===== src/control_unit_pkg.sv =====
package control_unit_pkg;

	localparam int byte_w = 8;  // Instruction byte width

	// Major opcode in bits 7:4, value 15 decodes as NOP
	typedef enum logic [3:0] {
		OP_NOP  = 4'd0,
		OP_MOV  = 4'd1,
		OP_ADD  = 4'd2,
		OP_SUB  = 4'd3,
		OP_AND  = 4'd4,
		OP_OR   = 4'd5,
		OP_ROT  = 4'd6,   // RLC, RRC, SETC, CLRC
		OP_STK  = 4'd7,   // PUSH, POP, OUT, IN
		OP_UNA  = 4'd8,   // NOT, NEG, INC, DEC
		OP_BRC  = 4'd9,   // JZ, JN, JC, JV
		OP_LOOP = 4'd10,
		OP_JMP  = 4'd11,  // JMP, CALL, RET, RTI
		OP_EXT  = 4'd12,  // LDM, LDD, STD
		OP_LDI  = 4'd13,
		OP_STI  = 4'd14
	} opcode_e;

	// Group member or branch flag in bits 3:2
	typedef enum logic [1:0] {
		SUB_0 = 2'd0,
		SUB_1 = 2'd1,
		SUB_2 = 2'd2,
		SUB_3 = 2'd3
	} sub_e;

	typedef enum logic [1:0] {
		RD_SP      = 2'd0,  // Stack pointer update
		RD_IN_PORT = 2'd1,
		RD_RDATA   = 2'd2,  // ALU or memory via out mux
		RD_IMM     = 2'd3
	} rdata_sel_e;

	typedef enum logic [1:0] {
		WD_ALU     = 2'd0,
		WD_RD2     = 2'd1,
		WD_PC_NEXT = 2'd2,
		WD_PC      = 2'd3
	} dmem_wd_sel_e;

	typedef enum logic [1:0] {
		DA_ALU    = 2'd0,  // R[ra] through the ALU
		DA_SP     = 2'd1,
		DA_SP_INC = 2'd2,  // Pre-increment SP
		DA_EA     = 2'd3
	} dmem_a_sel_e;

	typedef enum logic [1:0] {
		PC_NEXT      = 2'd0,
		PC_RESET_VEC = 2'd1,  // M[0]
		PC_INTR_VEC  = 2'd2,  // M[1]
		PC_TARGET    = 2'd3
	} pc_sel_e;

	typedef enum logic [1:0] {
		AD_RA     = 2'd0,
		AD_RB     = 2'd1,
		AD_SP     = 2'd2,
		AD_OLD_RB = 2'd3
	} addr_sel_e;

	typedef enum logic [5:0] {
		ALU_NOP  = 6'd0,  ALU_MOV  = 6'd1,  ALU_ADD  = 6'd2,  ALU_SUB  = 6'd3,
		ALU_AND  = 6'd4,  ALU_OR   = 6'd5,  ALU_RLC  = 6'd6,  ALU_RRC  = 6'd7,
		ALU_SETC = 6'd8,  ALU_CLRC = 6'd9,  ALU_PUSH = 6'd10, ALU_POP  = 6'd11,
		ALU_OUT  = 6'd12, ALU_IN   = 6'd13, ALU_NOT  = 6'd14, ALU_NEG  = 6'd15,
		ALU_INC  = 6'd16, ALU_DEC  = 6'd17, ALU_JZ   = 6'd18, ALU_JN   = 6'd19,
		ALU_JC   = 6'd20, ALU_JV   = 6'd21, ALU_LOOP = 6'd22, ALU_PASS_RD2 = 6'd23,
		ALU_CALL = 6'd24, ALU_RET  = 6'd25, ALU_RTI  = 6'd26, ALU_LDM  = 6'd27,
		ALU_LDD  = 6'd28, ALU_STD  = 6'd29, ALU_LDI  = 6'd30, ALU_STI  = 6'd31,
		ALU_INTR = 6'd32
	} alu_op_e;

	typedef struct packed {
		logic v;
		logic c;
		logic n;
		logic z;
	} flags_t;

	typedef struct packed {
		rdata_sel_e   rdata_sel;
		dmem_wd_sel_e dmem_wd_sel;
		dmem_a_sel_e  dmem_a_sel;
		pc_sel_e      pc_sel;
		addr_sel_e    addr_sel;
		logic         out_sel;       // 1 selects ALU, 0 selects memory
		logic         sp_sel;        // 1 increments SP, 0 decrements
		logic         rd2_sel;       // Read old_rb on port 2
		logic         out_port_sel;
		logic         wr_en_dmem;
		logic         rd_en;
		logic         wr_en_regf;
		logic         is_ret;
		logic         sp_inc;
		logic         f_save;
		logic         f_restore;
		logic         branch_taken;
		logic [1:0]   old_rb;
		alu_op_e      alu_op;
	} ctrl_word_t;

	localparam ctrl_word_t CTRL_NOP = '{
		rdata_sel: RD_SP, dmem_wd_sel: WD_ALU, dmem_a_sel: DA_ALU,
		pc_sel: PC_NEXT, addr_sel: AD_RA,
		out_sel: 1'b0, sp_sel: 1'b0, rd2_sel: 1'b0, out_port_sel: 1'b0,
		wr_en_dmem: 1'b0, rd_en: 1'b0, wr_en_regf: 1'b0, is_ret: 1'b0,
		sp_inc: 1'b0, f_save: 1'b0, f_restore: 1'b0, branch_taken: 1'b0,
		old_rb: 2'b00, alu_op: ALU_NOP
	};

	// Same as CTRL_NOP but loads the PC from the reset vector
	localparam ctrl_word_t CTRL_RESET = '{
		rdata_sel: RD_SP, dmem_wd_sel: WD_ALU, dmem_a_sel: DA_ALU,
		pc_sel: PC_RESET_VEC, addr_sel: AD_RA,
		out_sel: 1'b0, sp_sel: 1'b0, rd2_sel: 1'b0, out_port_sel: 1'b0,
		wr_en_dmem: 1'b0, rd_en: 1'b0, wr_en_regf: 1'b0, is_ret: 1'b0,
		sp_inc: 1'b0, f_save: 1'b0, f_restore: 1'b0, branch_taken: 1'b0,
		old_rb: 2'b00, alu_op: ALU_NOP
	};

	typedef enum logic [1:0] {
		S_IDLE   = 2'd0,
		S_SECOND = 2'd1,  // Second byte of LDM/LDD/STD
		S_LOOP   = 2'd2   // LOOP write-back
	} cu_state_e;

endpackage


===== src/cu_decode.sv =====
`timescale 1ns/1ns

module cu_decode (
	input  logic [control_unit_pkg::byte_w-1:0] opcode,
	input  control_unit_pkg::flags_t            flags,
	output control_unit_pkg::ctrl_word_t        dec_word,
	output logic                                is_ext,
	output logic                                is_loop
);

	control_unit_pkg::opcode_e op;
	control_unit_pkg::sub_e    sub;
	logic                      br_flag;

	assign op      = control_unit_pkg::opcode_e'(opcode[7:4]);
	assign sub     = control_unit_pkg::sub_e'(opcode[3:2]);
	assign is_ext  = (op == control_unit_pkg::OP_EXT);
	assign is_loop = (op == control_unit_pkg::OP_LOOP);

	// Flag tested by a conditional branch
	always_comb begin
		case (sub)
			control_unit_pkg::SUB_0: br_flag = flags.z;
			control_unit_pkg::SUB_1: br_flag = flags.n;
			control_unit_pkg::SUB_2: br_flag = flags.c;
			default:                 br_flag = flags.v;
		endcase
	end

	always_comb begin
		dec_word = control_unit_pkg::CTRL_NOP;
		case (op)
			control_unit_pkg::OP_MOV, control_unit_pkg::OP_ADD, control_unit_pkg::OP_SUB,
			control_unit_pkg::OP_AND, control_unit_pkg::OP_OR: begin
				// ALU codes 1 to 5 equal the opcode
				dec_word.alu_op     = control_unit_pkg::alu_op_e'({2'b00, opcode[7:4]});
				dec_word.out_sel    = 1'b1;
				dec_word.rdata_sel  = control_unit_pkg::RD_RDATA;
				dec_word.addr_sel   = control_unit_pkg::AD_RA;  // Result to ra
				dec_word.wr_en_regf = 1'b1;
			end
			control_unit_pkg::OP_ROT: begin
				case (sub)
					control_unit_pkg::SUB_0, control_unit_pkg::SUB_1: begin
						dec_word.alu_op     = (sub == control_unit_pkg::SUB_0) ?
							control_unit_pkg::ALU_RLC : control_unit_pkg::ALU_RRC;
						dec_word.out_sel    = 1'b1;
						dec_word.rdata_sel  = control_unit_pkg::RD_RDATA;
						dec_word.addr_sel   = control_unit_pkg::AD_RB;  // Rotate rb in place
						dec_word.wr_en_regf = 1'b1;
					end
					control_unit_pkg::SUB_2: dec_word.alu_op = control_unit_pkg::ALU_SETC;
					default:                 dec_word.alu_op = control_unit_pkg::ALU_CLRC;
				endcase
			end
			control_unit_pkg::OP_STK: begin
				case (sub)
					control_unit_pkg::SUB_0: begin  // PUSH
						dec_word.alu_op      = control_unit_pkg::ALU_PUSH;
						dec_word.dmem_wd_sel = control_unit_pkg::WD_RD2;
						dec_word.dmem_a_sel  = control_unit_pkg::DA_SP;
						dec_word.wr_en_dmem  = 1'b1;
						dec_word.addr_sel    = control_unit_pkg::AD_SP;  // SP--
						dec_word.wr_en_regf  = 1'b1;
					end
					control_unit_pkg::SUB_1: begin  // POP
						dec_word.alu_op     = control_unit_pkg::ALU_POP;
						dec_word.sp_sel     = 1'b1;
						dec_word.sp_inc     = 1'b1;
						dec_word.dmem_a_sel = control_unit_pkg::DA_SP_INC;
						dec_word.rd_en      = 1'b1;
						dec_word.rdata_sel  = control_unit_pkg::RD_RDATA;
						dec_word.addr_sel   = control_unit_pkg::AD_RB;
						dec_word.wr_en_regf = 1'b1;
					end
					control_unit_pkg::SUB_2: begin  // OUT
						dec_word.alu_op       = control_unit_pkg::ALU_OUT;
						dec_word.out_port_sel = 1'b1;
					end
					default: begin  // IN
						dec_word.alu_op     = control_unit_pkg::ALU_IN;
						dec_word.rdata_sel  = control_unit_pkg::RD_IN_PORT;
						dec_word.addr_sel   = control_unit_pkg::AD_RB;
						dec_word.wr_en_regf = 1'b1;
					end
				endcase
			end
			control_unit_pkg::OP_UNA: begin
				case (sub)
					control_unit_pkg::SUB_0: dec_word.alu_op = control_unit_pkg::ALU_NOT;
					control_unit_pkg::SUB_1: dec_word.alu_op = control_unit_pkg::ALU_NEG;
					control_unit_pkg::SUB_2: dec_word.alu_op = control_unit_pkg::ALU_INC;
					default:                 dec_word.alu_op = control_unit_pkg::ALU_DEC;
				endcase
				dec_word.out_sel    = 1'b1;
				dec_word.rdata_sel  = control_unit_pkg::RD_RDATA;
				dec_word.addr_sel   = control_unit_pkg::AD_RB;
				dec_word.wr_en_regf = 1'b1;
			end
			control_unit_pkg::OP_BRC: begin
				if (br_flag) begin
					dec_word.alu_op       = control_unit_pkg::ALU_PASS_RD2;
					dec_word.out_sel      = 1'b1;
					dec_word.pc_sel       = control_unit_pkg::PC_TARGET;
					dec_word.branch_taken = 1'b1;
				end else begin
					// JZ..JV codes follow the flag order
					dec_word.alu_op = control_unit_pkg::alu_op_e'(6'd18 + {4'd0, opcode[3:2]});
				end
			end
			control_unit_pkg::OP_LOOP: begin
				dec_word.alu_op = control_unit_pkg::ALU_LOOP;
				if (flags.z) begin
					dec_word.pc_sel       = control_unit_pkg::PC_TARGET;  // Back to R[rb]
					dec_word.branch_taken = 1'b1;
				end
			end
			control_unit_pkg::OP_JMP: begin
				case (sub)
					control_unit_pkg::SUB_0, control_unit_pkg::SUB_1: begin  // JMP, CALL
						dec_word.out_sel      = 1'b1;
						dec_word.pc_sel       = control_unit_pkg::PC_TARGET;
						dec_word.branch_taken = 1'b1;
						if (sub == control_unit_pkg::SUB_0) begin
							dec_word.alu_op = control_unit_pkg::ALU_PASS_RD2;
						end else begin
							dec_word.alu_op      = control_unit_pkg::ALU_CALL;
							dec_word.dmem_a_sel  = control_unit_pkg::DA_SP;
							dec_word.dmem_wd_sel = control_unit_pkg::WD_PC_NEXT;  // Return addr
							dec_word.addr_sel    = control_unit_pkg::AD_SP;
							dec_word.wr_en_dmem  = 1'b1;
							dec_word.wr_en_regf  = 1'b1;
						end
					end
					default: begin  // RET and RTI pop the PC
						dec_word.alu_op     = (sub == control_unit_pkg::SUB_2) ?
							control_unit_pkg::ALU_RET : control_unit_pkg::ALU_RTI;
						dec_word.f_restore  = (sub == control_unit_pkg::SUB_3);
						dec_word.dmem_a_sel = control_unit_pkg::DA_SP_INC;
						dec_word.pc_sel     = control_unit_pkg::PC_TARGET;
						dec_word.addr_sel   = control_unit_pkg::AD_SP;
						dec_word.rd_en      = 1'b1;
						dec_word.wr_en_regf = 1'b1;
						dec_word.is_ret     = 1'b1;
						dec_word.sp_sel     = 1'b1;
					end
				endcase
			end
			control_unit_pkg::OP_LDI: begin
				dec_word.alu_op     = control_unit_pkg::ALU_LDI;
				dec_word.rdata_sel  = control_unit_pkg::RD_RDATA;
				dec_word.dmem_a_sel = control_unit_pkg::DA_ALU;  // Address R[ra]
				dec_word.addr_sel   = control_unit_pkg::AD_RB;
				dec_word.rd_en      = 1'b1;
				dec_word.wr_en_regf = 1'b1;
			end
			control_unit_pkg::OP_STI: begin
				dec_word.alu_op      = control_unit_pkg::ALU_STI;
				dec_word.dmem_wd_sel = control_unit_pkg::WD_RD2;
				dec_word.dmem_a_sel  = control_unit_pkg::DA_ALU;
				dec_word.wr_en_dmem  = 1'b1;
			end
			default: ;  // NOP, EXT first byte and opcode 15
		endcase
	end

	// No opcode may read and write data memory in one cycle
	a_no_mem_clash: assert final (!(dec_word.wr_en_dmem && dec_word.rd_en));

endmodule


===== src/cu_ext_decode.sv =====
`timescale 1ns/1ns

module cu_ext_decode (
	input  control_unit_pkg::cu_state_e         state,
	input  logic [control_unit_pkg::byte_w-1:0] stored,
	output control_unit_pkg::ctrl_word_t        ext_word
);

	control_unit_pkg::sub_e sub;

	assign sub = control_unit_pkg::sub_e'(stored[3:2]);

	always_comb begin
		ext_word = control_unit_pkg::CTRL_NOP;
		case (state)
			control_unit_pkg::S_SECOND: begin
				if (sub != control_unit_pkg::SUB_3) begin
					ext_word.old_rb = stored[1:0];  // Register field of first byte
				end
				case (sub)
					control_unit_pkg::SUB_0: begin  // LDM
						ext_word.alu_op     = control_unit_pkg::ALU_LDM;
						ext_word.rdata_sel  = control_unit_pkg::RD_IMM;
						ext_word.out_sel    = 1'b1;
						ext_word.addr_sel   = control_unit_pkg::AD_OLD_RB;
						ext_word.wr_en_regf = 1'b1;
					end
					control_unit_pkg::SUB_1: begin  // LDD
						ext_word.alu_op     = control_unit_pkg::ALU_LDD;
						ext_word.rdata_sel  = control_unit_pkg::RD_RDATA;
						ext_word.dmem_a_sel = control_unit_pkg::DA_EA;
						ext_word.addr_sel   = control_unit_pkg::AD_OLD_RB;
						ext_word.rd_en      = 1'b1;
						ext_word.wr_en_regf = 1'b1;
					end
					control_unit_pkg::SUB_2: begin  // STD
						ext_word.alu_op      = control_unit_pkg::ALU_STD;
						ext_word.dmem_wd_sel = control_unit_pkg::WD_RD2;
						ext_word.dmem_a_sel  = control_unit_pkg::DA_EA;
						ext_word.rd2_sel     = 1'b1;  // Read old_rb
						ext_word.wr_en_dmem  = 1'b1;
					end
					default: ;
				endcase
			end
			control_unit_pkg::S_LOOP: begin
				// Write the decremented counter back to ra
				ext_word.wr_en_regf = 1'b1;
				ext_word.out_sel    = 1'b1;
				ext_word.rdata_sel  = control_unit_pkg::RD_RDATA;
				ext_word.addr_sel   = control_unit_pkg::AD_RA;
			end
			default: ;
		endcase
	end

endmodule


===== src/cu_sequencer.sv =====
`timescale 1ns/1ns

module cu_sequencer (
	input  logic                                clk,
	input  logic                                rst,
	input  logic [control_unit_pkg::byte_w-1:0] opcode,
	input  control_unit_pkg::ctrl_word_t        dec_word,
	input  control_unit_pkg::ctrl_word_t        ext_word,
	input  logic                                is_ext,
	input  logic                                is_loop,
	input  logic                                intr_req,
	output logic                                intr_ack,
	output logic                                stall,
	output control_unit_pkg::cu_state_e         state,
	output logic [control_unit_pkg::byte_w-1:0] stored,
	output control_unit_pkg::ctrl_word_t        ctrl
);

	// Push PC, save flags, jump through M[1]
	localparam control_unit_pkg::ctrl_word_t INTR_WORD = '{
		rdata_sel: control_unit_pkg::RD_SP, dmem_wd_sel: control_unit_pkg::WD_PC,
		dmem_a_sel: control_unit_pkg::DA_SP, pc_sel: control_unit_pkg::PC_INTR_VEC,
		addr_sel: control_unit_pkg::AD_SP,
		out_sel: 1'b0, sp_sel: 1'b0, rd2_sel: 1'b0, out_port_sel: 1'b0,
		wr_en_dmem: 1'b1, rd_en: 1'b0, wr_en_regf: 1'b1, is_ret: 1'b0,
		sp_inc: 1'b0, f_save: 1'b1, f_restore: 1'b0, branch_taken: 1'b0,
		old_rb: 2'b00, alu_op: control_unit_pkg::ALU_INTR
	};

	control_unit_pkg::cu_state_e next_state;
	logic                        intr_take;
	logic                        load_byte;

	assign intr_take = (state == control_unit_pkg::S_IDLE) && intr_req && !intr_ack;

	always_comb begin
		next_state = control_unit_pkg::S_IDLE;
		ctrl       = dec_word;
		stall      = 1'b0;
		load_byte  = 1'b0;
		if (!rst) begin
			ctrl = control_unit_pkg::CTRL_RESET;  // Fetch from reset vector
		end else begin
			case (state)
				control_unit_pkg::S_IDLE: begin
					if (intr_take) begin
						ctrl = INTR_WORD;  // Byte of this cycle is dropped
					end else if (is_ext) begin
						ctrl       = control_unit_pkg::CTRL_NOP;
						stall      = 1'b1;
						load_byte  = 1'b1;
						next_state = control_unit_pkg::S_SECOND;
					end else if (is_loop) begin
						next_state = control_unit_pkg::S_LOOP;
					end
				end
				default: ctrl = ext_word;  // Second cycle of EXT or LOOP
			endcase
		end
	end

	always_ff @(posedge clk or negedge rst) begin
		if (!rst) begin
			state    <= control_unit_pkg::S_IDLE;
			intr_ack <= 1'b0;
		end else begin
			state <= next_state;
			if (intr_take) begin
				intr_ack <= 1'b1;
			end else if (!intr_req) begin
				intr_ack <= 1'b0;  // Handshake closes once req drops
			end
		end
	end

	always_ff @(posedge clk) begin
		if (load_byte) begin
			stored <= opcode;
		end
	end

	// Two-cycle instructions take exactly two cycles
	a_back_to_idle: assert property (@(posedge clk) disable iff (!rst)
		(state != control_unit_pkg::S_IDLE) |=> (state == control_unit_pkg::S_IDLE));

	a_ack_needs_req: assert property (@(posedge clk) disable iff (!rst)
		$rose(intr_ack) |-> $past(intr_req));

endmodule


===== src/control_unit.sv =====
`timescale 1ns/1ns

module control_unit (
	input  logic                                clk,
	input  logic                                rst,
	input  logic [control_unit_pkg::byte_w-1:0] opcode,
	input  control_unit_pkg::flags_t            flags,
	input  logic                                intr_req,
	output logic                                intr_ack,
	output logic                                stall,
	output control_unit_pkg::ctrl_word_t        ctrl
);

	control_unit_pkg::ctrl_word_t        dec_word;
	control_unit_pkg::ctrl_word_t        ext_word;
	control_unit_pkg::cu_state_e         state;
	logic [control_unit_pkg::byte_w-1:0] stored;
	logic                                is_ext;
	logic                                is_loop;

	cu_sequencer seq0 (
		.clk      (clk),
		.rst      (rst),
		.opcode   (opcode),
		.dec_word (dec_word),
		.ext_word (ext_word),
		.is_ext   (is_ext),
		.is_loop  (is_loop),
		.intr_req (intr_req),
		.intr_ack (intr_ack),
		.stall    (stall),
		.state    (state),
		.stored   (stored),
		.ctrl     (ctrl)
	);

	cu_decode dec0 (
		.opcode   (opcode),
		.flags    (flags),
		.dec_word (dec_word),
		.is_ext   (is_ext),
		.is_loop  (is_loop)
	);

	cu_ext_decode ext0 (
		.state    (state),
		.stored   (stored),
		.ext_word (ext_word)
	);

endmodule


===== config.mk =====
export PLATFORM = sky130hd
export DESIGN_NAME = control_unit
export DESIGN_NICKNAME = d
export VERILOG_FILES = /design/src/control_unit_pkg.sv /design/src/cu_decode.sv /design/src/cu_ext_decode.sv /design/src/cu_sequencer.sv /design/src/control_unit.sv
export SDC_FILE = /design/constraint.sdc
export NUM_CORES = 1
export LEC_CHECK = 0
export ABC_CLOCK_PERIOD_IN_PS = 3320
export BUFFER_PORTS_ARGS = -buffer_cell sky130_fd_sc_hd__buf_2
export CORE_MARGIN = 3
export CORE_UTILIZATION = 40
export DETAILED_ROUTE_END_ITERATION = 6
export PLACE_DENSITY_LB_ADDON = 0.12
export SYNTH_ARGS = -nofsm -noshare
export SYNTH_HDL_FRONTEND = slang
export SYNTH_SLANG_ARGS = --single-unit
export TNS_END_PERCENT = 20

===== constraint.sdc =====
create_clock -name clk -period 3.32 [get_ports clk]
set_input_delay 0.332 -clock clk [delete_from_list [all_inputs] [get_ports clk]]
set_output_delay 0.332 -clock clk [all_outputs]
set_load 0.05 [all_outputs]

## After elaboration in Yosys (flattened, before gate mapping)

Index checks and enable logic that the tools add are counted.

| storage, ports and cells | value |
|---|---|
| register bits after elaboration | 7 |
| input port bits | 15 |
| output and inout port bits | 32 |
| word-level logic and storage cells | 122 |

| cells by class | value |
|---|---|
| add/subtract/negate cells | 1 |
| eq/ne operators | 23 |
| multiplexer cells | 81 |
| reductions and logical operators | 14 |

Operator list:

| operator | number |
|---|---|
| 30-bit two-way mux | 4 |
| 6-bit case mux with 9 select lines | 1 |
| 2-bit two-way mux | 16 |
| 1-bit two-way mux | 30 |
| 5-bit case mux with 3 select lines | 2 |
| 4-bit equality test (second input constant) | 7 |
| 2-bit case mux with 2 select lines | 6 |
| 6-bit two-way mux | 3 |
| 2-bit case mux with 3 select lines | 3 |
| 4-bit by 3-bit equality test with 1-bit output (second input constant) | 4 |
| 1-bit case mux with 3 select lines | 4 |
| 6-bit case mux with 2 select lines | 1 |
| 2-bit OR reduction | 5 |
| 3-bit case mux with 3 select lines | 1 |
| 2-bit equality test (second input constant) | 4 |
| 4-bit by 2-bit equality test with 1-bit output (second input constant) | 2 |
| 4-bit two-way mux | 2 |
| 8-bit two-way mux | 1 |
| 1-bit case mux with 4 select lines | 2 |
| 2-bit case mux with 4 select lines | 1 |
| 7-bit OR reduction | 1 |
| 5-bit by 2-bit adder with 6-bit output (first input constant) | 1 |
| 2-bit by 1-bit equality test with 1-bit output (second input constant) | 3 |
| 2-bit logical NOT | 3 |
| other kinds (10) | 12 |

## Longest topological paths before layout

Gate-level depths: netlist of the first run.

| logic depth | value |
|---|---|
| depth in word-level cells | 8 |
| depth in mapped cells | 8 |
| depth with buffers taken out | 7 |

## Hierarchy

Synthesis of the first run repeated with hierarchy kept, for this count alone.

| second synthesis, totals | value |
|---|---|
| cells, all modules | 320 |
| area, all modules | 2,343.5 um2 |

Modules (own cells, without submodules):

| module | instances | cells an instance | area an instance (um2) | seq. area each (um2) |
|---|---|---|---|---|
| cu_sequencer | 1 | 132 | 1,151.1 | 315.3 |
| cu_decode | 1 | 142 | 847.1 | 0.0 |
| cu_ext_decode | 1 | 46 | 345.3 | 0.0 |

## Worst setup path before layout of the first run

No wires, ideal clock.

| timing | value |
|---|---|
| path type | flip-flop to output port |
| from | reg seq0.state[0] |
| to | out ctrl[25] in the netlist's numbering |
| arrival | 2.598 ns |
| data required time | 2.988 ns |
| path slack | 0.390 ns |
| stages on the path, launching flop included | 9 |
| path buffers | 1 |
| cell sequence | dfrtp_1 > inv_1 > ha_1 > clkbuf_1 > nand3b_1 > nand3_1 > nand2b_1 > a21oi_1 > nand2b_1 |

RTL lines:

| element | line | RTL |
|---|---|---|
| start, declared | cu_sequencer.sv:14 | `output control_unit_pkg::cu_state_e state,` |
| start signal, assigned | cu_sequencer.sv:64 | `state <= control_unit_pkg::S_IDLE;` |
| start signal, assigned | cu_sequencer.sv:67 | `state <= next_state;` |
| end, declared | control_unit.sv:11 | `output control_unit_pkg::ctrl_word_t ctrl` |

## Worst setup path in the final report of the first run

| timing | value |
|---|---|
| from | reg seq0.state[0] |
| to | out stall |

| between the ends | value |
|---|---|
| longest elaborated chain between the ends | 6 |

RTL lines:

| element | line | RTL |
|---|---|---|
| 2-bit logical NOT * | cu_sequencer.sv:34, cu_sequencer.sv:44 |  |
| 1-bit logical AND (2 in series) | cu_sequencer.sv:34 | `assign intr_take = (state == control_unit_pkg::S_IDLE) && intr_req && !intr_ack;` |
| 1-bit two-way mux | cu_sequencer.sv:46 | `if (intr_take) begin` |
| 1-bit two-way mux * | cu_sequencer.sv:44 | `case (state)` |
| 1-bit two-way mux * | cu_sequencer.sv:41 | `if (!rst) begin` |
| end, declared | control_unit.sv:10 | `output logic stall,` |

Mark *: on every way between the ends. The rest lies on a longest branch, timed or not.

==> qor.yml, run 1 <==
logic_synthesis:
  postSynthNetCount: 233
  synth-seq-area-share_pct: 13.8
  async_flop_share_pct: 42.9
  synthesis.area_per_instance_um2: 6.92
  netlist_instances: 204
  ys_seq_elements: 7
  netlist_top_cells_area: "ha_1 12%, edfxtp_1 8.5%, a21oi_1 6.0%"
  distinct_cells_synth: 55
  synth-main-ff-cell: "edfxtp_1"
  synth-edff-count: 4
  syn-cell-area_mm2: 0.00141
  synthDominantAreaCellType: "ha_1"
  synth.yosys.warnings: 0
  area_share_of_the_leading_cell_type_in_the_synthesized_netlist_pct: 12.4
placement:
  detailedPlacementHpwl_um: 3300
  placed_cells: 278
  gpl.final_weighted_congestion: 0.903
  place.port_buffers: 46
  pre_cts_ws_ns: 0.674
sta:
  worstMarginPinSlew_ns: 0.528
  timing.final.max_slew_violations: 0
  finalWorstSetupSlack_ns: 0.553
  setup-tns-final_ns: 0
  grt_setup_unrepaired: "false"
  hold_viol: 0
  worst_hold_slack_across_all_endpoints_ns: 0.244
  timing.slew.headroom_pct: 64.8
  final_period_minus_worst_setup_slack_ns: 2.77
  clock-skew-final_ns: 0.00718
  fmax_mhz: 361
  setup-violations-final: 0
  final_worst_path_cycle_share_pct: 83.4
clock_network:
  cts.repair_timing.setup_buffer_count: 0
  cts_hold_buf: 1
  path_clk_slew_ns: 0.06
  number_of_sinks_handled_by_clock_tree_synthesis: 7
  cts_tree: "built"
  root_buf_cell: "clkbuf_4"
  postCtsResizedCells: 0
  cts.path.max_buffers: 2
  worst_skew_pair.late_latency_ns: 0.26
  htree_levels: 1
  number_of_clock_buffers_inserted_by_tritoncts: 3
setup_path:
  end_kind: "output pin"
  arrival_ns: 2.44
  critical_setup_path_kind: "flip-flop to output pin"
  cp.required_ns: 2.99
  r2r.worst_path.cells: 5
  critical_path_peak_fanout: 18
  critPathLaunchType: "flip-flop"
routing:
  routed_wl_um: 4200
  vias_per_cell: 5.65
  ant_nets: 0
  detail_route.wl_per_cell_um: 14.8
  iteration_count_of_the_initial_detailed_routing_pass: 4
  drt-initial-drc-count: 117
  drc: 0
  vias_post_dr: 1599
floorplan:
  die_width_um: 65.4
  fp-row-count: 20
  dieHeight_um: 65.4
  dieArea_mm2: 0.00428
  placeableCoreArea_mm2: 0.00320
  initial_utilization_pct: 44.1
  design.portCount: 47
power:
  p_int_w: 0.000197
  pwr_density_cell_mw_per_mm2: 233
  power.total_w: 0.000384
  ir_worst_vdd_mv: 0.136
  power.share.switching_pct: 48.7
  total_switching_power_w: 0.000187
  leakage_nw: 0.790
  power_frac_clock_pct: 21.0
  seq_power_share_pct: 24.6
  power.share.combinational_pct: 54.4
global_routing:
  via_count_of_the_first_global_routing_pass: 1391
  globalRouteMet2Util_pct: 29.3
  use_met3_pct: 3.76
  grt_util_met1_pct: 29.4
  grt_util_all_layers_pct: 19.8
  grt_antenna_before_repair: 0
  grt_remaining_overflow: 0
  globalRoute.busiestLayer: "met1"
  wire_length_of_the_first_global_routing_pass_um: 6690
  grt_max_degree: 27
finish:
  post_route_cells_drive_above_1_share_pct: 24.3
  number_of_standard_cells_in_the_layout_taps_in_and_fillers_out: 283
  most_frequent_standard_cell_in_the_layout_excluding_fill_and_tap_cells: "buf_2"
  nFillCells: 347
  layout.cells.most_common_list: "46 x buf_2, 22 x nand2_1, 20 x nor2_1, 17 x a21oi_1"
  finalNetCount: 269
  antenna_diode_instance_count: 0
  syn_to_final_growth_pct: 16.7
flow_run:
  max_cap_violations: 0
min_path:
  worstHoldPathType: "primary input to flip-flop"
  holdPathStages: 1
outcome:
  run_status: "finished clean"
per-stage QoR:
stage	area, um2	util, %
3_5_place_dp	1610	50.3
4_1_cts	1650	51.4
5_1_grt	1650	51.4
3_3_place_gp	1610	50.3
6_report	1650	51.4
2_1_floorplan	1410	-
state kept, by name, summed over array words and instances, names as in the netlist:
register / flops
seq0.state: 2
seq0.intr_ack: 1
seq0.stored: 4
power groups by stage:
| stage | Combinational, W | Clock, W | Sequential (W) |
|---|---|---|---|
| floorplan | 0.000159 | 0 | 0.0000989 |
| global route | 0.000225 | 0.0000931 | 0.0000949 |
| global placement | 0.000209 | 0 | 0.0000965 |
| CTS | 0.000207 | 0.0000822 | 0.0000947 |
| finish | 0.000209 | 0.0000807 | 0.0000947 |
| detailed placement | 0.000206 | 0 | 0.0000965 |
worst paths after layout:
path | start | endpoint | slack, ns
min | opcode[1] | seq0.stored[1]$_DFFE_PP_ | 0.24
max reg2reg | seq0.state[0]$_DFF_PN0_ | seq0.stored[1]$_DFFE_PP_ | 1.15
max in group asynchronous | rst | seq0.state[1]$_DFF_PN0_ | 2.63
min in group asynchronous | rst | seq0.state[0]$_DFF_PN0_ | 0.47
min reg2reg | seq0.intr_ack$_DFFE_PN0P_ | seq0.intr_ack$_DFFE_PN0P_ | 0.51
max | seq0.state[0]$_DFF_PN0_ | stall | 0.55
layer usage:
layer	part of all wire, %	vias up
li1	-	810
met3	12	6
met5	0	-
met1	47	695
met2	40	88
met4	1.0	0
final cells by class:
type                    instances  area, um2  area share [%]
clock buffers                   3       22.5            1.37
clock inverters                 1       5.00           0.304
inverters                      12       45.0            2.73
multi-input cells             169       1080            65.8
flip-flops and latches          7        195            11.8
well taps                      44       55.1            3.34
repair buffers                 47        240            14.6
cells in the mapped netlist, types with 5 or more instances:
cell type / n
o21ai_0: 14
nand2_1: 22
a21oi_1: 17
ha_1: 14
a31oi_1: 7
nand3_1: 5
buf_2: 7
nor2_1: 20
inv_1: 12
nor3_1: 5
worst max-delay path, cell delays in order (launching register included):
cell and delay (ns):
dfrtp_1 0.35, inv_1 0.06, ha_1 0.38, nand3b_1 0.27, nand3_1 0.26, nor2_1 0.48, buf_2 0.36
cell families after synthesis:
kind of cell / synth area share (%)
buf+inv: 9.39
flops: 13.8
compound gates: 34.7
xor+xnor: 0.620
fa+ha+maj: 12.4
simple gates: 29.1
(Power assumes the default switching activity.)
==> inputs of run 2 (changes only) <==
--- a/config.mk
+++ b/config.mk
@@ -5,7 +5,8 @@
 export SDC_FILE = /design/constraint.sdc
 export NUM_CORES = 1
 export LEC_CHECK = 0
-export ABC_CLOCK_PERIOD_IN_PS = 3320
+export ABC_AREA = 1
+export ABC_CLOCK_PERIOD_IN_PS = 2400
 export BUFFER_PORTS_ARGS = -buffer_cell sky130_fd_sc_hd__buf_2
 export CORE_MARGIN = 3
 export CORE_UTILIZATION = 40
==> constraint.sdc (replaced) <==
create_clock -name clk -period 2.4 [get_ports clk]
set_input_delay 0.24 -clock clk [delete_from_list [all_inputs] [get_ports clk]]
set_output_delay 0.24 -clock clk [all_outputs]
set_load 0.05 [all_outputs]
==> run 2 against run 1 <==
Die area down 5.6%. Via count up 2.2%. Combinational power up 35%. Sequential share of layout area down 0.16 points. Clock skew down 0.00067 ns. Largest cell class unchanged. Largest power group unchanged. Critical endpoint is now ctrl[1].
==> qor.yml, run 2 <==
setup_path:
  cp.required_ns: 2.16  # was 2.99 ns
  critical_setup_path_kind: "primary input to output pin"  # was flip-flop to output pin
  slowest_delay_ns: 0.33  # was 0.48 ns
  critPathLaunchType: "primary input"  # was flip-flop
  critical_path_peak_fanout: 6  # was 18
  arrival_ns: 2.02  # was 2.44 ns
  end_kind: "output pin"  # unchanged
  crit_path_cell_trace: "buf_2 > inv_1 > ha_1 > nor2_1 > nor2_1 > nand2_1 > nand2_1 > nor2_1 > nand2_1 > o21bai_1 > a21oi_1 > buf_2"  # was inv_1 > ha_1 > nand3b_1 > nand3_1 > nor2_1 > buf_2
  cp_slowest_cell: "ha_1"  # was nor2_1
clock_network:
  cts.repair_timing.setup_buffer_count: 0  # unchanged
  htree_levels: 1  # unchanged
  cts_tree: "built"  # unchanged
  root_buf_cell: "clkbuf_4"  # unchanged
  worst_skew_pair.late_latency_ns: 0.26  # about the same
  path_clk_slew_ns: 0.05  # was 0.06 ns
  cts.path.max_buffers: 2  # unchanged
  number_of_sinks_handled_by_clock_tree_synthesis: 7  # unchanged
  number_of_clock_buffers_inserted_by_tritoncts: 3  # unchanged
global_routing:
  via_count_of_the_first_global_routing_pass: 1461  # was 1391
  globalRoute.busiestLayer: "met2"  # was met1
  grt_util_met1_pct: 31.0  # was 29.4%
  globalRouteMet2Util_pct: 33.8  # was 29.3%
  grt_antenna_before_repair: 0  # unchanged
  grt_max_degree: 11  # was 27
  grt_util_all_layers_pct: 21.4  # was 19.8%
  wire_length_of_the_first_global_routing_pass_um: 7020  # was 6690 um
  use_met3_pct: 3.74  # was 3.76%
  grt_remaining_overflow: 0  # unchanged
logic_synthesis:
  ys_seq_elements: 7  # unchanged
  netlist_instances: 232  # was 204
  synth-main-ff-cell: "edfxtp_1"  # unchanged
  synth-seq-area-share_pct: 14.7  # was 13.8%
  area_share_of_the_leading_cell_type_in_the_synthesized_netlist_pct: 21.0  # was 12.4%
  synth.yosys.warnings: 0  # unchanged
  netlist_top_cells_area: "nand2_1 21%, ha_1 13%, nor2_1 9.6%"  # was ha_1 12%, edfxtp_1 8.5%, a21oi_1 6.0%
  async_flop_share_pct: 42.9  # unchanged
  synthDominantAreaCellType: "nand2_1"  # was ha_1
  ys_top_cells_by_count: "74 x nand2_1, 34 x nor2_1, 27 x inv_1, 14 x ha_1, 11 x nand3_1"  # was 22 x nand2_1, 20 x nor2_1, 17 x a21oi_1, 14 x ha_1, 14 x o21ai_0
  synth-edff-count: 4  # unchanged
  distinct_cells_synth: 32  # was 55
  synthesis.area_per_instance_um2: 5.71  # was 6.92 um2
  syn-cell-area_mm2: 0.00133  # was 0.00141 mm2
  synthMostInstantiatedCell: "nand2_1"  # unchanged
  postSynthNetCount: 261  # was 233
routing:
  routed_wl_um: 4240  # was 4200 um
  vias_per_cell: 5.01  # was 5.65
  drt-initial-drc-count: 125  # was 117
  vias_post_dr: 1634  # was 1599
  iteration_count_of_the_initial_detailed_routing_pass: 5  # was 4
  drc: 0  # unchanged
  ant_nets: 0  # unchanged
  detail_route.wl_per_cell_um: 13.0  # was 14.8 um
finish:
  multi_input_logic_area_mm2: 0.00101  # was 0.00108 mm2
  biggestRegsByFlops: "seq0.stored: 4 flops, seq0.state: 2 flops, seq0.intr_ack: 1 flops"  # unchanged
  ff_latch_area_um2: 195  # unchanged
  finalNetCount: 312  # was 269
  syn_to_final_growth_pct: 26.1  # was 16.7%
  nFillCells: 360  # was 347
  post_route_cells_drive_above_1_share_pct: 26.2  # was 24.3%
  layout.cells.most_common_list: "73 x nand2_1, 44 x buf_2, 33 x nor2_1, 27 x inv_1, 13 x ha_1"  # was 46 x buf_2, 22 x nand2_1, 20 x nor2_1, 17 x a21oi_1
  largest-register: "seq0.stored"  # unchanged
  most_frequent_standard_cell_in_the_layout_excluding_fill_and_tap_cells: "nand2_1"  # was buf_2
  antenna_diode_instance_count: 0  # unchanged
  flip_flop_count_of_the_largest_register_all_copies_and_words_added: 4  # unchanged
power:
  pwr_density_cell_mw_per_mm2: 313  # was 233 mW/mm2
  ir_worst_vdd_mv: 0.254  # was 0.136 mV
  leakage_nw: 0.963  # was 0.790 nW
sta:
  final_period_minus_worst_setup_slack_ns: 2.26
  worstMarginPinSlew_ns: 0.366  # was 0.528 ns
  hold_viol: 0  # unchanged
  finalWorstSetupSlack_ns: 0.145  # was 0.553 ns
  fmax_mhz: 443
  clock-skew-final_ns: 0.00652  # was 0.00718 ns
  setup-tns-final_ns: 0  # unchanged
  setup-violations-final: 0  # unchanged
  timing.final.max_slew_violations: 0  # unchanged
  grt_setup_unrepaired: "false"  # unchanged
  final_worst_path_cycle_share_pct: 94.0
  timing.slew.headroom_pct: 75.5  # was 64.8%
flow_run:
  max_cap_violations: 0  # unchanged
floorplan:
  initial_utilization_pct: 42.7  # was 44.1%
  dieHeight_um: 63.6  # was 65.4 um
  placeableCoreArea_mm2: 0.00310  # was 0.00320 mm2
  die_width_um: 63.6  # was 65.4 um
  design.portCount: 47  # unchanged
  dieArea_mm2: 0.00404  # was 0.00428 mm2
  fp-row-count: 20  # unchanged
placement:
  detailedPlacementHpwl_um: 3570  # was 3300 um
  gpl.final_weighted_congestion: 0.928  # was 0.903
  place.port_buffers: 46  # unchanged
  pre_cts_ws_ns: 0.224  # was 0.674 ns
outcome:
  run_status: "finished clean"  # unchanged
min_path:
  worstHoldPathType: "primary input to flip-flop"  # unchanged
-- run 2: changes by cell type after synthesis, sizes merged, moves of 5 or more --
cell / delta
nand2: +54
inv: +22
nor2: +17
buf: -10
a21oi: -6
a31oi: -6
nand3: +6
nand4: +5
-- run 2: final timing paths --
| kind | end | slack (ns) | depth (start not counted) | from |
|---|---|---|---|---|
| worst min-delay path | seq0.stored[0]$_DFFE_PP_ | 0.15 | 1 | opcode[0] |
| worst min register to register | seq0.intr_ack$_DFFE_PN0P_ | 0.62 | 2 | seq0.intr_ack$_DFFE_PN0P_ |
| max in group asynchronous | seq0.state[0]$_DFF_PN0_ | 1.87 | 2 | rst |
| min in group asynchronous | seq0.state[1]$_DFF_PN0_ | 0.36 | 2 | rst |
| worst max register to register | seq0.stored[3]$_DFFE_PP_ | 0.59 | 8 | seq0.state[0]$_DFF_PN0_ |
| worst max-delay path | ctrl[1] | 0.14 | 12 | opcode[3] |
-- run 2: cell families after synthesis --
kind of cell	Yosys count	share of synthesized area, %
and+or+nand+nor	140	45.8
buffers and inverters	37	11.0
AOI/OAI and AO/OA	34	15.2
adders and majority gates	14	13.2
DFF	7	14.7
-- run 2: per-stage QoR --
step	utilization (%)	hold slack, ns	cell area (um2)	instances	power [W]
4_1_cts	53.2	0.143	1650	326	0.000524
2_1_floorplan	-	-0.0556	1330	232	0.000339
5_1_grt	53.8	0.128	1670	326	0.000566
3_5_place_dp	51.9	0.0896	1610	321	0.000410
3_3_place_gp	51.9	0.0907	1610	321	0.000410
6_report	53.8	0.154	1670	326	0.000523
-- run 2: report_power, final --
part | leakage, nW | total (W) | internal, W | switching (W)
clock network | 0.0150 | 0.000108 | 0.0000635 | 0.0000447
logic | 0.873 | 0.000283 | 0.0000746 | 0.000208
registers | 0.0756 | 0.000132 | 0.000130 | 0.00000212
-- run 2: cell type report --
class                           instances  area share, %
Clock buffer                            4           1.57
Tap cell                               44           3.30
Multi-Input combinational cell        188           60.2
Inverter                               34           7.64
Sequential cell                         7           11.7
Timing Repair Buffer                   49           15.6
-- run 2: what timing repair did --
item | in CTS | in global routing
pin swaps | 0 | 1
endpoints found under the setup margin | 3 | 14
endpoints found under the hold margin | 3 | 0
resized for setup | 1 | 6
hold buffers | 1 | 0
-- run 2: critical path: cells and delay by family --
kind | cells | cell delay, ns
AOI/OAI and AO/OA | 2 | 0.19
and+or+nand+nor | 6 | 0.67
adders and majority gates | 1 | 0.33
buffers and inverters | 3 | 0.57
-- run 2: routing by layer --
metal | wire length, um | vias to the layer above | part of all wire [%]
met5 | 0 | - | 0
met4 | 11 | 0 | 0.26
met2 | 1910 | 59 | 45
met3 | 266 | 2 | 6.3
li1 | - | 852 | -
met1 | 2050 | 721 | 48
